[src/logic/core_settings.svh]
`ifndef CORE_SETTINGS_SVH
`define CORE_SETTINGS_SVH

// Datapath and instruction word width
`define DATA_W 16

// Register file has eight entries
`define REG_W 3

// Bubble instruction is opcode 00001 with all other fields zero
`define NOP_INSTR 16'h0800

`endif

[src/logic/isa_pkg.sv]
`include "core_settings.svh"

package isa_pkg;

  typedef enum logic [4:0] {
    OP_NOP  = 5'b00001,
    OP_ADDI = 5'b01000,
    OP_SUBI = 5'b01001,
    OP_ANDI = 5'b01010,
    OP_ST   = 5'b10000,
    OP_LD   = 5'b10001,
    OP_ADD  = 5'b11000,
    OP_SUB  = 5'b11001,
    OP_AND  = 5'b11010,
    OP_XOR  = 5'b11011
  } opcodeT;

  typedef logic [`REG_W-1:0] regAddrT;

  typedef enum logic [1:0] {
    ALU_ADD = 2'b00,
    ALU_AND = 2'b01,
    ALU_XOR = 2'b10
  } aluOpT;

  // Low five bits are imm5 for I-type and carry rd in imm5[4:2] for R-type
  typedef struct packed {
    opcodeT      opcode;
    regAddrT     rs;
    regAddrT     rt;
    logic [4:0]  imm5;
  } instrT;

endpackage

[src/logic/pipe_pkg.sv]
`include "core_settings.svh"

package pipe_pkg;

  // The ID/EX bubble relies on instr being the last field
  typedef struct packed {
    logic             regWrite;
    logic             memWrite;
    logic             memEn;
    logic             memToReg;
    logic             invA;
    logic             invB;
    logic             cin;
    logic             aluSrc2;
    isa_pkg::aluOpT   aluOp;
    logic             readingRs;
    logic             readingRt;
    isa_pkg::regAddrT writeReg;
    isa_pkg::instrT   instr;
  } ctrlPayloadT;

  typedef struct packed {
    logic [`DATA_W-1:0] pc;
    logic [`DATA_W-1:0] opA;
    logic [`DATA_W-1:0] opB;
    logic [`DATA_W-1:0] imm;
  } dataPayloadT;

endpackage

[src/logic/decodeUnit.sv]
`timescale 1ns/1ps
`include "core_settings.svh"

module decodeUnit (
  input  isa_pkg::instrT     instr,
  output logic               regWrite,
  output logic               memWrite,
  output logic               memEn,
  output logic               memToReg,
  output logic               invA,
  output logic               invB,
  output logic               cin,
  output logic               aluSrc2,
  output isa_pkg::aluOpT     aluOp,
  output isa_pkg::regAddrT   writeReg,
  output isa_pkg::regAddrT   rs,
  output isa_pkg::regAddrT   rt,
  output logic               readingRs,
  output logic               readingRt,
  output logic [`DATA_W-1:0] imm
);
  import isa_pkg::*;

  logic [`DATA_W-1:0] immSext;
  logic [`DATA_W-1:0] immZext;
  logic               useRd;
  logic               zeroExt;

  assign rs = instr.rs;
  assign rt = instr.rt;

  assign immSext = {{(`DATA_W-5){instr.imm5[4]}}, instr.imm5};
  assign immZext = {{(`DATA_W-5){1'b0}}, instr.imm5};
  assign imm     = zeroExt ? immZext : immSext;

  // No destination unless the instruction writes back
  assign writeReg = !regWrite ? '0 : (useRd ? instr.imm5[4:2] : instr.rt);

  always_comb begin
    regWrite  = 1'b0;
    memWrite  = 1'b0;
    memEn     = 1'b0;
    memToReg  = 1'b0;
    invA      = 1'b0;
    invB      = 1'b0;
    cin       = 1'b0;
    aluSrc2   = 1'b0;
    aluOp     = ALU_ADD;
    readingRs = 1'b0;
    readingRt = 1'b0;
    useRd     = 1'b0;
    zeroExt   = 1'b0;
    case (instr.opcode)
      OP_ADDI, OP_SUBI, OP_ANDI: begin
        regWrite  = 1'b1;
        aluSrc2   = 1'b1;
        readingRs = 1'b1;
        // Subtract as rs + ~imm + 1
        invB      = (instr.opcode == OP_SUBI);
        cin       = (instr.opcode == OP_SUBI);
        zeroExt   = (instr.opcode == OP_ANDI);
        aluOp     = (instr.opcode == OP_ANDI) ? ALU_AND : ALU_ADD;
      end
      OP_LD: begin
        regWrite  = 1'b1;
        memEn     = 1'b1;
        memToReg  = 1'b1;
        aluSrc2   = 1'b1;
        readingRs = 1'b1;
      end
      OP_ST: begin
        memWrite  = 1'b1;
        memEn     = 1'b1;
        aluSrc2   = 1'b1;
        readingRs = 1'b1;
        readingRt = 1'b1;
      end
      OP_ADD, OP_SUB, OP_AND, OP_XOR: begin
        regWrite  = 1'b1;
        readingRs = 1'b1;
        readingRt = 1'b1;
        useRd     = 1'b1;
        invB      = (instr.opcode == OP_SUB);
        cin       = (instr.opcode == OP_SUB);
        case (instr.opcode)
          OP_AND:  aluOp = ALU_AND;
          OP_XOR:  aluOp = ALU_XOR;
          default: aluOp = ALU_ADD;
        endcase
      end
      // NOP and unknown opcodes keep every level low
      default: ;
    endcase
  end

endmodule

[src/logic/hazardUnit.sv]
`timescale 1ns/1ps

module hazardUnit (
  input  isa_pkg::regAddrT rs,
  input  isa_pkg::regAddrT rt,
  input  logic             readingRs,
  input  logic             readingRt,
  input  logic             exMemToReg,
  input  isa_pkg::regAddrT exWriteReg,
  output logic             stall
);

  logic rsHit;
  logic rtHit;

  // Only sources the decoded instruction really reads can conflict
  assign rsHit = readingRs && (rs == exWriteReg);
  assign rtHit = readingRt && (rt == exWriteReg);

  // Load in ID/EX whose result is not ready for the instruction in decode
  assign stall = exMemToReg && (rsHit || rtHit);

endmodule

[src/logic/stageLatch.sv]
`timescale 1ns/1ps

module stageLatch #(
  parameter type     payloadT  = logic,
  parameter payloadT bubbleVal = '0
) (
  input  logic    clk,
  input  logic    rstN,
  input  logic    en,
  input  logic    bubble,
  input  payloadT d,
  output payloadT q
);

  // Bubble only takes effect on an enabled cycle
  always_ff @(posedge clk) begin
    if (!rstN) begin
      q <= '0;
    end else if (en) begin
      q <= bubble ? bubbleVal : d;
    end
  end

endmodule

[src/logic/idExLatch.sv]
`timescale 1ns/1ps
`include "core_settings.svh"

module idExLatch (
  input  logic                  clk,
  input  logic                  rstN,
  input  logic                  en,
  input  logic                  stall,
  input  pipe_pkg::ctrlPayloadT ctrlIn,
  input  pipe_pkg::dataPayloadT dataIn,
  output pipe_pkg::ctrlPayloadT ctrlOut,
  output pipe_pkg::dataPayloadT dataOut
);
  import pipe_pkg::*;

  // Bubble control word has all levels low and the NOP encoding in instr
  localparam int CTRL_BITS = $bits(ctrlPayloadT);
  localparam logic [CTRL_BITS-1:0] NOP_BITS =
    {{(CTRL_BITS-`DATA_W){1'b0}}, `NOP_INSTR};

  stageLatch #(
    .payloadT  (ctrlPayloadT),
    .bubbleVal (ctrlPayloadT'(NOP_BITS))
  ) uCtrlLatch (
    .clk    (clk),
    .rstN   (rstN),
    .en     (en),
    .bubble (stall),
    .d      (ctrlIn),
    .q      (ctrlOut)
  );

  // Operands are don't-care in a bubble, so they load as usual
  stageLatch #(
    .payloadT (dataPayloadT)
  ) uDataLatch (
    .clk    (clk),
    .rstN   (rstN),
    .en     (en),
    .bubble (1'b0),
    .d      (dataIn),
    .q      (dataOut)
  );

endmodule

[src/logic/executeUnit.sv]
`timescale 1ns/1ps
`include "core_settings.svh"

module executeUnit (
  input  pipe_pkg::ctrlPayloadT ctrl,
  input  pipe_pkg::dataPayloadT data,
  output logic [`DATA_W-1:0]    aluResult
);
  import isa_pkg::*;

  logic [`DATA_W-1:0] srcB;
  logic [`DATA_W-1:0] aIn;
  logic [`DATA_W-1:0] bIn;
  logic [`DATA_W-1:0] carryIn;

  // Second operand is the register value or the extended immediate
  assign srcB = ctrl.aluSrc2 ? data.imm : data.opB;

  assign aIn = data.opA ^ {`DATA_W{ctrl.invA}};
  assign bIn = srcB ^ {`DATA_W{ctrl.invB}};

  assign carryIn = {{(`DATA_W-1){1'b0}}, ctrl.cin};

  always_comb begin
    case (ctrl.aluOp)
      ALU_ADD: aluResult = aIn + bIn + carryIn;
      ALU_AND: aluResult = aIn & bIn;
      ALU_XOR: aluResult = aIn ^ bIn;
      default: aluResult = '0;
    endcase
  end

endmodule

[src/logic/decodeExecute.sv]
`timescale 1ns/1ps
`include "core_settings.svh"

module decodeExecute (
  input  logic               clk,
  input  logic               rstN,
  input  logic               en,
  input  isa_pkg::instrT     instr,
  input  logic [`DATA_W-1:0] pc,
  input  logic [`DATA_W-1:0] opA,
  input  logic [`DATA_W-1:0] opB,
  output logic               stall,
  output logic [`DATA_W-1:0] aluResult,
  output logic               regWrite,
  output logic               memWrite,
  output logic               memEn,
  output logic               memToReg,
  output isa_pkg::regAddrT   writeReg,
  output logic [`DATA_W-1:0] pcOut,
  output logic [`DATA_W-1:0] storeData,
  output logic [`DATA_W-1:0] exInstr
);
  import isa_pkg::*;
  import pipe_pkg::*;

  logic               decRegWrite;
  logic               decMemWrite;
  logic               decMemEn;
  logic               decMemToReg;
  logic               decInvA;
  logic               decInvB;
  logic               decCin;
  logic               decAluSrc2;
  aluOpT              decAluOp;
  regAddrT            decWriteReg;
  regAddrT            decRs;
  regAddrT            decRt;
  logic               decReadingRs;
  logic               decReadingRt;
  logic [`DATA_W-1:0] decImm;
  ctrlPayloadT        ctrlIn;
  dataPayloadT        dataIn;
  ctrlPayloadT        exCtrl;
  dataPayloadT        exData;

  decodeUnit uDecode (
    .instr     (instr),
    .regWrite  (decRegWrite),
    .memWrite  (decMemWrite),
    .memEn     (decMemEn),
    .memToReg  (decMemToReg),
    .invA      (decInvA),
    .invB      (decInvB),
    .cin       (decCin),
    .aluSrc2   (decAluSrc2),
    .aluOp     (decAluOp),
    .writeReg  (decWriteReg),
    .rs        (decRs),
    .rt        (decRt),
    .readingRs (decReadingRs),
    .readingRt (decReadingRt),
    .imm       (decImm)
  );

  hazardUnit uHazard (
    .rs         (decRs),
    .rt         (decRt),
    .readingRs  (decReadingRs),
    .readingRt  (decReadingRt),
    .exMemToReg (exCtrl.memToReg),
    .exWriteReg (exCtrl.writeReg),
    .stall      (stall)
  );

  assign ctrlIn = '{
    regWrite:  decRegWrite,
    memWrite:  decMemWrite,
    memEn:     decMemEn,
    memToReg:  decMemToReg,
    invA:      decInvA,
    invB:      decInvB,
    cin:       decCin,
    aluSrc2:   decAluSrc2,
    aluOp:     decAluOp,
    readingRs: decReadingRs,
    readingRt: decReadingRt,
    writeReg:  decWriteReg,
    instr:     instr
  };

  assign dataIn = '{pc: pc, opA: opA, opB: opB, imm: decImm};

  idExLatch uIdEx (
    .clk     (clk),
    .rstN    (rstN),
    .en      (en),
    .stall   (stall),
    .ctrlIn  (ctrlIn),
    .dataIn  (dataIn),
    .ctrlOut (exCtrl),
    .dataOut (exData)
  );

  executeUnit uExecute (
    .ctrl      (exCtrl),
    .data      (exData),
    .aluResult (aluResult)
  );

  assign regWrite  = exCtrl.regWrite;
  assign memWrite  = exCtrl.memWrite;
  assign memEn     = exCtrl.memEn;
  assign memToReg  = exCtrl.memToReg;
  assign writeReg  = exCtrl.writeReg;
  assign exInstr   = exCtrl.instr;
  assign pcOut     = exData.pc;
  // Store data is the rt register value carried through as opB
  assign storeData = exData.opB;

endmodule

[config.mk]
export PLATFORM = sky130hd
export DESIGN_NAME = decodeExecute
export DESIGN_NICKNAME = d
export VERILOG_FILES = /design/src/logic/isa_pkg.sv /design/src/logic/pipe_pkg.sv /design/src/logic/decodeUnit.sv /design/src/logic/hazardUnit.sv /design/src/logic/stageLatch.sv /design/src/logic/idExLatch.sv /design/src/logic/executeUnit.sv /design/src/logic/decodeExecute.sv
export VERILOG_INCLUDE_DIRS = /design/src /design/src/logic
export SDC_FILE = /design/constraint.sdc
export NUM_CORES = 1
export LEC_CHECK = 0
export ABC_AREA = 1
export BUFFER_PORTS_ARGS = -buffer_cell sky130_fd_sc_hd__buf_2
export CAP_MARGIN = 20
export CORE_MARGIN = 2
export CORE_UTILIZATION = 35
export CTS_BUF_LIST = sky130_fd_sc_hd__clkbuf_8 sky130_fd_sc_hd__clkbuf_16
export CTS_CLUSTER_DIAMETER = 120
export DETAILED_ROUTE_END_ITERATION = 10
export GPL_TIMING_DRIVEN = 0
export MAX_ROUTING_LAYER = met4
export SLEW_MARGIN = 0
export SYNTH_ARGS = -nofsm -noshare
export SYNTH_HDL_FRONTEND = slang
export SYNTH_SLANG_ARGS = --single-unit
[constraint.sdc]
create_clock -name clk -period 3 [get_ports clk]
set_input_delay 0.45 -clock clk [delete_from_list [all_inputs] [get_ports clk]]
set_output_delay 0.45 -clock clk [all_outputs]
set_load 0.01 [all_outputs]
Yosys cells after proc, flatten, opt, wreduce, memory -nomap -nowiden
Cells that the tools add are included.

operators by class
  $add $sub $neg = 2
  equal/unequal tests = 13
  muxes and demuxes = 19
  bitwise logic cells = 4
  reductions and logical operators = 12

operators with widths
  operator              number
  $pmux W16 S3          1
  $xor A16 B16 Y16      3
  $mux W16              2
  $mux W31              1
  $eq A5 B5 Y1 const B  6
  $add A16 B1 Y16       1
  $add A16 B16 Y16      1
  $and A16 B16 Y16      1
  $eq A5 B4 Y1 const B  3
  $mux W1               10
  $reduce_or A5 Y1      2
  $reduce_or A9 Y1      1
  $pmux W2 S2           2
  $reduce_or A8 Y1      1
  $eq A3 B3 Y1          2
  $mux W3               2
  $reduce_or A4 Y1      1
  $logic_and A1 B1 Y1   3
  $reduce_or A3 Y1      1
  $eq A2 B1 Y1 const B  1
  $eq A2 B2 Y1 const B  1
  $logic_not A2 Y1      1
  $pmux W1 S2           1
  $reduce_or A2 Y1      1
  $logic_or A1 B1 Y1    1

word-level totals
  register bits after elaboration = 93
  word-level logic and storage cells = 68

Longest topological paths before layout
Gate-level depths: netlist of the first run.

  word-level depth = 7
  depth in mapped cells = 18
  mapped depth without buffers = 17

Cells and area by module
From an unflattened synthesis of the first run, not the netlist that was laid out.

second synthesis, totals
  cell total of the unflattened synthesis = 843
  area total of the unflattened synthesis = 5856.9 µm²

modules (own cells, without submodules)
  module                         instances  cells an instance  area an instance (µm²)
  stageLatch (uIdEx.uDataLatch)  1          284                2383.5
  executeUnit                    1          313                1776.7
  stageLatch (uIdEx.uCtrlLatch)  1          139                1157.4
  decodeUnit                     1          71                 399.1
  hazardUnit                     1          35                 136.4
  idExLatch                      1          1                  3.8

Worst setup path before layout of the first run
Ideal clock, no wire load.

  kind = register to output
  start = register uIdEx.uCtrlLatch.q[23] (netlist name)
  end = output aluResult[14]
  arrival time = 2185 ps
  data required time = 2550 ps
  path slack = 365 ps
  stages on the path, launching flop included = 12
  path buffers = 2
  cell sequence = dfxtp_1 -> buf_4 -> nand2_1 -> clkbuf_1 -> nand2_1 -> xor2_1 -> ha_1 -> a21oi_1 -> o21bai_1 -> a21oi_1 -> a21oi_1 -> o21bai_1

between the ends
  cells in the longest elaborated chain, start to end = 5
  elaborated cells between the ends (all ways) = 7

RTL lines
  what                      line                 text
  start: declaration        stageLatch.sv:12     output payloadT q
  start signal: assignment  stageLatch.sv:20     q <= bubble ? bubbleVal : d;
  $mux W16 (*)              executeUnit.sv:17    assign srcB = ctrl.aluSrc2 ? data.imm : data.opB;
  $xor A16 B16 Y16 (*)      executeUnit.sv:20    assign bIn = srcB ^ {`DATA_W{ctrl.invB}};
  $add A16 B16 Y16          executeUnit.sv:26    ALU_ADD: aluResult = aIn + bIn + carryIn;
  $add A16 B1 Y16           executeUnit.sv:26
  $pmux W16 S3 (*)          executeUnit.sv:25    case (ctrl.aluOp)
  end: declaration          decodeExecute.sv:13  output logic [`DATA_W-1:0] aluResult,

Every way passes the cells marked *; elsewhere a longest branch is shown, timed or not.

Worst setup path after layout of the first run
Same ends and word-level chain as after synthesis.

==> results of run 1 <==
cells in the final DEF, fill, tap and decap left out, drive strengths merged, types with 6 or more instances in the layout:
cell type	n
xor2	15
nand3	65
o22ai	6
a21oi	47
nor2	113
dfxtp	81
inv	57
clkbuf	27
buf	228
o21ai	54
nand2	171
xnor2	6
ha	20
cell type report:
type,instances,share of cell area [%]
multi-input cells,525,44.4
flip-flops and latches,81,23.0
repair buffers,159,12.8
plain buffers,86,8.66
clock buffers,10,3.38
well taps,180,3.19
inverters,55,3.08
clock inverters,6,1.26
repair inverters,1,0.0886
diodes,2,0.0709
power groups by stage:
stage	Sequential, W	Clock (W)	Combinational, W
3_5_place_dp	0.00121	0	0.000688
3_3_place_gp	0.00121	0	0.000685
6_report	0.00119	0.00123	0.000837
5_1_grt	0.00119	0.00131	0.000931
2_1_floorplan	0.00119	0	0.000456
4_1_cts	0.00118	0.00126	0.000759
cells by family after synthesis:
group                      after synthesis  share of synthesized area (%)
DFF                                     81                           32.1
xor gates and xnor gates                21                           3.64
buffers and inverters                  141                           15.5
and+or+nand+nor                        366                           31.2
adders and majority gates               21                           5.35
AOI/OAI and AO/OA                      117                           12.3
stage by stage:
step                      hold slack [ps]  util [%]  total power, W  cell area [um^2]
after global routing                  324      50.5         0.00343              7060
final                                 324      50.5         0.00326              7060
after CTS                             315      47.3         0.00320              6610
after detailed placement              456      42.6         0.00189              5960
after floorplan                       440         -         0.00165              5050
after global placement                452      42.6         0.00189              5960
metal layers:
layer | vias up | global-route usage [%] | share of wire, %
met3 | 19 | 5.77 | 6.7
met4 | 0 | 6.25 | 1.6
met2 | 153 | 32.9 | 49
li1 | 2706 | - | -
met5 | - | - | 0
met1 | 2401 | 25.8 | 43
what timing repair did:
action,CTS,global route
gates resized for setup,52,65
cloned,1,3
setup endpoints to repair,11,14
hold buffers,0,0
buffers inserted,9,11
pin swaps,11,33
flip-flops by register name, indices dropped and copies added (netlist names):
register / flops
uIdEx.uCtrlLatch.q: 27
uIdEx.uDataLatch.q: 54
worst max-delay path, cell delays in order, from the launching register on:
cell and delay, ps:
sky130_fd_sc_hd__dfxtp_4 370, sky130_fd_sc_hd__buf_8 140, sky130_fd_sc_hd__inv_8 50, sky130_fd_sc_hd__buf_6 120, sky130_fd_sc_hd__nand2_1 60, sky130_fd_sc_hd__nand2_1 90
sky130_fd_sc_hd__xor2_2 190, sky130_fd_sc_hd__ha_4 320, sky130_fd_sc_hd__inv_2 60, sky130_fd_sc_hd__o21ai_4 170, sky130_fd_sc_hd__nand3_1 100, sky130_fd_sc_hd__nand2_1 100
sky130_fd_sc_hd__a21oi_2 50, sky130_fd_sc_hd__nand3_2 80, sky130_fd_sc_hd__nand2_1 40, sky130_fd_sc_hd__o21bai_1 140, sky130_fd_sc_hd__buf_2 150
worst max-delay path by stage:
stage | startpoint | end | cells past startpoint | slack [ps]
2_1_floorplan | uIdEx.uCtrlLatch.q[23] | aluResult[14] | 11 | 360
3_3_place_gp | uIdEx.uCtrlLatch.q[23] | aluResult[14] | 13 | -170
3_5_place_dp | uIdEx.uCtrlLatch.q[23] | aluResult[14] | 12 | -150
4_1_cts | uIdEx.uCtrlLatch.q[23] | aluResult[14] | 18 | -1
5_1_grt | uIdEx.uCtrlLatch.q[23] | aluResult[11] | 17 | -190
6_report | uIdEx.uCtrlLatch.q[23] | aluResult[14] | 16 | -40
==> flow_summary_export.csv, run 1 <==
group,metric,value,unit
run_status,outcome,"complete, but fails checks",
run_status,violations,"negative setup slack",
detailed_routing,drt-pass1-iter-count,4,
detailed_routing,ant_nets,0,
cells_and_area,post_layout_nonfiller_instances,1105,
synth,synth.top_cell.area_share,32.1,%
cts,clock_tree_from_tritoncts,"yes",
synth,yosys_warns,0,
die,die-height,124,um
setup_path,rrSetupSlack,1580,ps
synth,syn_avg_cell_area,6.76,um^2
synth,yosys.cell_count.top_type,"sky130_fd_sc_hd__nand2_1",
cells_and_area,area_growth_from_synthesis_to_layout,39.8,%
cells_and_area,final_layout_size_suffix_gt1_share,37.2,%
detailed_routing,post_drt_via_cell_ratio,4.78,
pwr,comb_power_share,25.7,%
cts,clkSlewWorstSetupHoldPaths,70,ps
global_route,antenna_found_initial,2,
cells_and_area,multiInputGateArea,0.00314,mm^2
detailed_routing,wl_per_cell,14.0,um
pwr,power_frac_clock,37.8,%
setup_path,r2r_end,"uIdEx.uCtrlLatch.q[15]",
sta,maxSlewViolCount,0,
sta,grt_setup_unrepaired,"true",
die,floorplan.io_pins,139,
pwr,netSwitchingFraction,30.1,%
pwr,ir_drop_worst_case_vdd,247,uV
pwr,p_switching,0.000980,W
global_route,grtUsageTotal,20.8,%
global_route,number_of_global_route_vias_before_repair,4847,
die,design.die.area,0.0154,mm^2
hold_path,whs_path_depth,3,
setup_path,reg2reg_start,"uIdEx.uCtrlLatch.q[17]",
setup_path,timing.critical_path.from_type,"register",
cts,cts-root-to-sink-buffers,2,
global_route,largest_net_degree_at_the_start_of_global_routing,15,
setup_path,arrival,2590,ps
synth,synth.area.top_cells,"sky130_fd_sc_hd__dfxtp_1, sky130_fd_sc_hd__nand2_1, sky130_fd_sc_hd__nor2_1",
cells_and_area,layout.area.seq,0.00163,mm^2
setup_path,reg2reg_depth,9,
sta,finalSetupViolCount,3,
sta,fin_setup_tns,-71.2,ps
placement,port_buffer_cells,136,
cts,tritoncts_num_sinks,81,
die,core,0.0140,mm^2
cells_and_area,num-fill-cells,1407,
sta,fmax,329,MHz
synth,yosysSeqAreaShare,32.1,%
detailed_routing,num_vias,5279,
hold_path,timing.hold.worst.start,"opA[8]",
cts,cts_buffers,9,
cts,htree_num_levels,3,
synth,post_synth_inst_count,747,
die,num_rows,43,
setup_path,timing.setup.critical_path_class,"register to output pin",
placement,placed_cells_incl_taps,1063,
synth,yosysUniqueCellTypes,37,
pwr,cellLeakagePower,3.57,nW
setup_path,critical_path_required,2550,ps
die,initial_core_util,36.1,%
detailed_routing,drc_errors,0,
detailed_routing,drt-initial-drc-count,301,
placement,dpl_worst_slack,-147,ps
cts,insertion_delay,350,ps
cells_and_area,final_net_count,1006,
hold_path,worstHoldPathType,"input port to register",
pwr,internal_power,0.00228,W
synth,synthTopCellsByCount,"sky130_fd_sc_hd__nand2_1, sky130_fd_sc_hd__nor2_1, sky130_fd_sc_hd__dfxtp_1, sky130_fd_sc_hd__nand3_1, sky130_fd_sc_hd__buf_4",
placement,post-dp-hpwl,11.5,mm
synth,synth_area,0.00505,mm^2
synth,yosys_register_bits,81,
synth,dominantRegCellSynth,"sky130_fd_sc_hd__dfxtp_1",
setup_path,critical_path.max_fanout,5,
global_route,gr-total-overflow,0,
cts,clockRootBuffer,"sky130_fd_sc_hd__clkbuf_16",
setup_path,endpoint_kind,"output pin",
job,max_cap_violations,0,
pwr,seq_power_share,36.5,%
detailed_routing,route.final.wire_length,15.5,mm
global_route,grt_pass1_wl,24.0,mm
placement,gp_routability_congestion,0.890,
synth,synth_edf_count,0,
sta,worst_slew_margin_rel,66.5,%
sta,timing_worst_slew_pin_value,503,ps
synth,ys_async_sr_fraction,0,%
sta,finalHoldViolCount,0,
sta,final_min_period_over_clock_period,101,%
pwr,powerDensity,461,mW/mm^2
sta,setup_slack,-36.1,ps
sta,post_layout_minimum_cycle_time,3040,ps
synth,mappedNetlistNets,835,
hold_path,worstHoldEndpoint,"uIdEx.uDataLatch.q[40]",
die,die_span_in_x,124,um
sta,worst_clock_skew,5.27,ps
synth,synth_top_area_cell,"sky130_fd_sc_hd__dfxtp_1",
Note: power is estimated with default switching activity, not from simulation.
==> run 2: changes to the inputs <==
--- a/config.mk
+++ b/config.mk
@@ -19,4 +19,5 @@
 export SLEW_MARGIN = 0
 export SYNTH_ARGS = -nofsm -noshare
 export SYNTH_HDL_FRONTEND = slang
+export SYNTH_HIERARCHICAL = 1
 export SYNTH_SLANG_ARGS = --single-unit
==> flow_summary_export.csv, run 2 <==
group,metric,value,unit
run_status,outcome,"complete, but fails checks",
run_status,violations,"negative setup slack",
sta,finalSetupViolCount,9,
die,num_rows,47,
setup_path,arrival,2740,ps
detailed_routing,num_vias,5810,
cells_and_area,utilization,46.0,%
cells_and_area,final_layout_size_suffix_gt1_share,30.5,%
placement,gp_routability_congestion,0.846,
setup_path,timing.critical_path.from_type,"register",
cells_and_area,layout.area.seq,0.00187,mm^2
hold_path,worstHoldEndpoint,"uIdEx/uDataLatch/q[25]",
cells_and_area,final_cell_area,0.00752,mm^2
global_route,largest_net_degree_at_the_start_of_global_routing,15,
sta,final_min_period_over_clock_period,106,%
die,die-height,133,um
die,initial_core_util,35.4,%
pwr,cellLeakagePower,3.55,nW
cells_and_area,commonest_cells_after_routing_fill_and_taps_aside,"sky130_fd_sc_hd__nand2_1, sky130_fd_sc_hd__buf_2, sky130_fd_sc_hd__nand3_1",
detailed_routing,post_drt_via_cell_ratio,4.77,
pwr,powerDensity,426,mW/mm^2
synth,post_synth_inst_count,835,
setup_path,r2r_end,"uIdEx/uCtrlLatch/q[9]",
cts,clockRootBuffer,"sky130_fd_sc_hd__clkbuf_16",
sta,maxSlewViolCount,0,
cells_and_area,layout.cells.most_common,"sky130_fd_sc_hd__nand2_1",
setup_path,rrSetupSlack,1520,ps
synth,synth_area,0.00579,mm^2
setup_path,reg2reg_start,"uIdEx/uCtrlLatch/q[17]",
sta,fmax,313,MHz
pwr,report.power.total,0.00320,W
cells_and_area,final_net_count,1077,
detailed_routing,drt-pass1-iter-count,5,
die,design.die.area,0.0176,mm^2
sta,setup_slack,-191,ps
die,core,0.0163,mm^2
global_route,grt_pass1_wl,27.2,mm
sta,grt_setup_unrepaired,"true",
setup_path,critical_path_required,2550,ps
detailed_routing,drt-initial-drc-count,315,
placement,dpl_cell_area,0.00676,mm^2
placement,post-dp-hpwl,12.7,mm
global_route,grtUsageTotal,19.6,%
setup_path,endpoint_kind,"output pin",
cts,htree_num_levels,3,
sta,post_layout_minimum_cycle_time,3190,ps
global_route,antenna_found_initial,1,
cts,post_cts_hold_buffer_count,0,
setup_path,reg2reg_depth,10,
hold_path,timing.hold.worst.start,"opB[9]",
setup_path,timing.setup.critical_path_class,"register to output pin",
detailed_routing,ant_nets,0,
cells_and_area,biggestRegsByFlops,"uIdEx/uDataLatch/q: 64 flops, uIdEx/uCtrlLatch/q: 29 flops",
global_route,number_of_global_route_vias_before_repair,5383,
detailed_routing,route.final.wire_length,16.9,mm
cells_and_area,number_of_flip_flops_in_the_largest_register,64,
placement,dpl_worst_slack,-208,ps
cts,insertion_delay,340,ps
job,max_cap_violations,0,
detailed_routing,drc_errors,0,
synth,mappedNetlistNets,920,
cts,clock_tree_from_tritoncts,"yes",
cells_and_area,area_growth_from_synthesis_to_layout,29.9,%
cts,cts_buffers,9,
cts,clkSlewWorstSetupHoldPaths,70,ps
global_route,gr-total-overflow,0,
synth,syn_avg_cell_area,6.93,um^2
cts,cts-root-to-sink-buffers,2,
detailed_routing,wl_per_cell,13.9,um
setup_path,cp_startpoint,"uIdEx/uCtrlLatch/q[23]",
hold_path,worstHoldPathType,"input port to register",
setup_path,critical_path.max_fanout,4,
pwr,ir_drop_worst_case_vdd,294,uV
sta,finalHoldViolCount,0,
cts,tritoncts_num_sinks,93,
cells_and_area,num-fill-cells,1737,
sta,worst_clock_skew,1.94,ps
placement,port_buffer_cells,138,
die,die_span_in_x,133,um
cells_and_area,largest-register,"uIdEx/uDataLatch/q",
hold_path,whs_path_depth,3,
cells_and_area,multiInputGateArea,0.00337,mm^2
die,floorplan.io_pins,139,
synth,yosys_warns,6,
-- run 2: timing repair --
| action | in CTS | in global routing |
|---|---|---|
| gates cloned | 1 | 0 |
| endpoints found under the setup margin | 15 | 14 |
| gates resized for setup | 57 | 29 |
| pin swaps | 18 | 13 |
| hold endpoints to repair | 0 | 0 |
| buffers inserted | 7 | 1 |
-- run 2: how the worst max path moves through the flow --
stage	end	slack, ps	cells past startpoint
2_1_floorplan	aluResult[8]	140	12
3_3_place_gp	aluResult[8]	-200	13
3_5_place_dp	aluResult[8]	-210	13
4_1_cts	aluResult[8]	-200	13
5_1_grt	aluResult[8]	-270	12
6_report	aluResult[8]	-190	12
-- run 2: through the flow --
step / TNS, ps / hold WS [ps] / std cells
after floorplan: 0 / 440 / 835
after global placement: -692 / 450 / 1193
after detailed placement: -819 / 453 / 1193
after CTS: -1470 / 358 / 1217
after global routing: -2070 / 369 / 1218
final: -689 / 372 / 1218
-- run 2: report_power, final --
part	switching [W]	internal, W	leakage [nW]
Clock	0.000466	0.000720	0.162
Combinational	0.000393	0.000305	2.63
Sequential	0.0000344	0.00128	0.760
-- run 2: metal layers --
layer	track usage (%)	wire length (um)	up-vias
met1	26.1	8020	2663
met4	4.66	147	0
li1	-	-	3000
met3	2.61	736	10
met5	-	0	-
met2	31.7	7980	137
-- run 2: cell type report --
cell class                      instances  share of cell area [%]
Clock buffer                            9                    3.00
Tap cell                              220                    3.66
Clock inverter                          7                    1.10
Buffer                                 68                    7.27
Multi-Input combinational cell        582                    44.9
Timing Repair Buffer                  147                    10.7
Inverter                               91                    4.58
Sequential cell                        93                    24.8
Antenna cell                            1                  0.0333
-- run 2: critical path, cell delays in order (launching register included) --
cell	delay, ps
sky130_fd_sc_hd__dfxtp_4	370
sky130_fd_sc_hd__mux2_4	330
sky130_fd_sc_hd__xor2_4	160
sky130_fd_sc_hd__fa_2	370
sky130_fd_sc_hd__fa_2	380
sky130_fd_sc_hd__inv_2	80
sky130_fd_sc_hd__nand3_2	80
sky130_fd_sc_hd__nand3_4	100
sky130_fd_sc_hd__a21oi_2	80
sky130_fd_sc_hd__nand2_1	70
sky130_fd_sc_hd__nand2_1	40
sky130_fd_sc_hd__o21bai_1	160
sky130_fd_sc_hd__buf_2	160
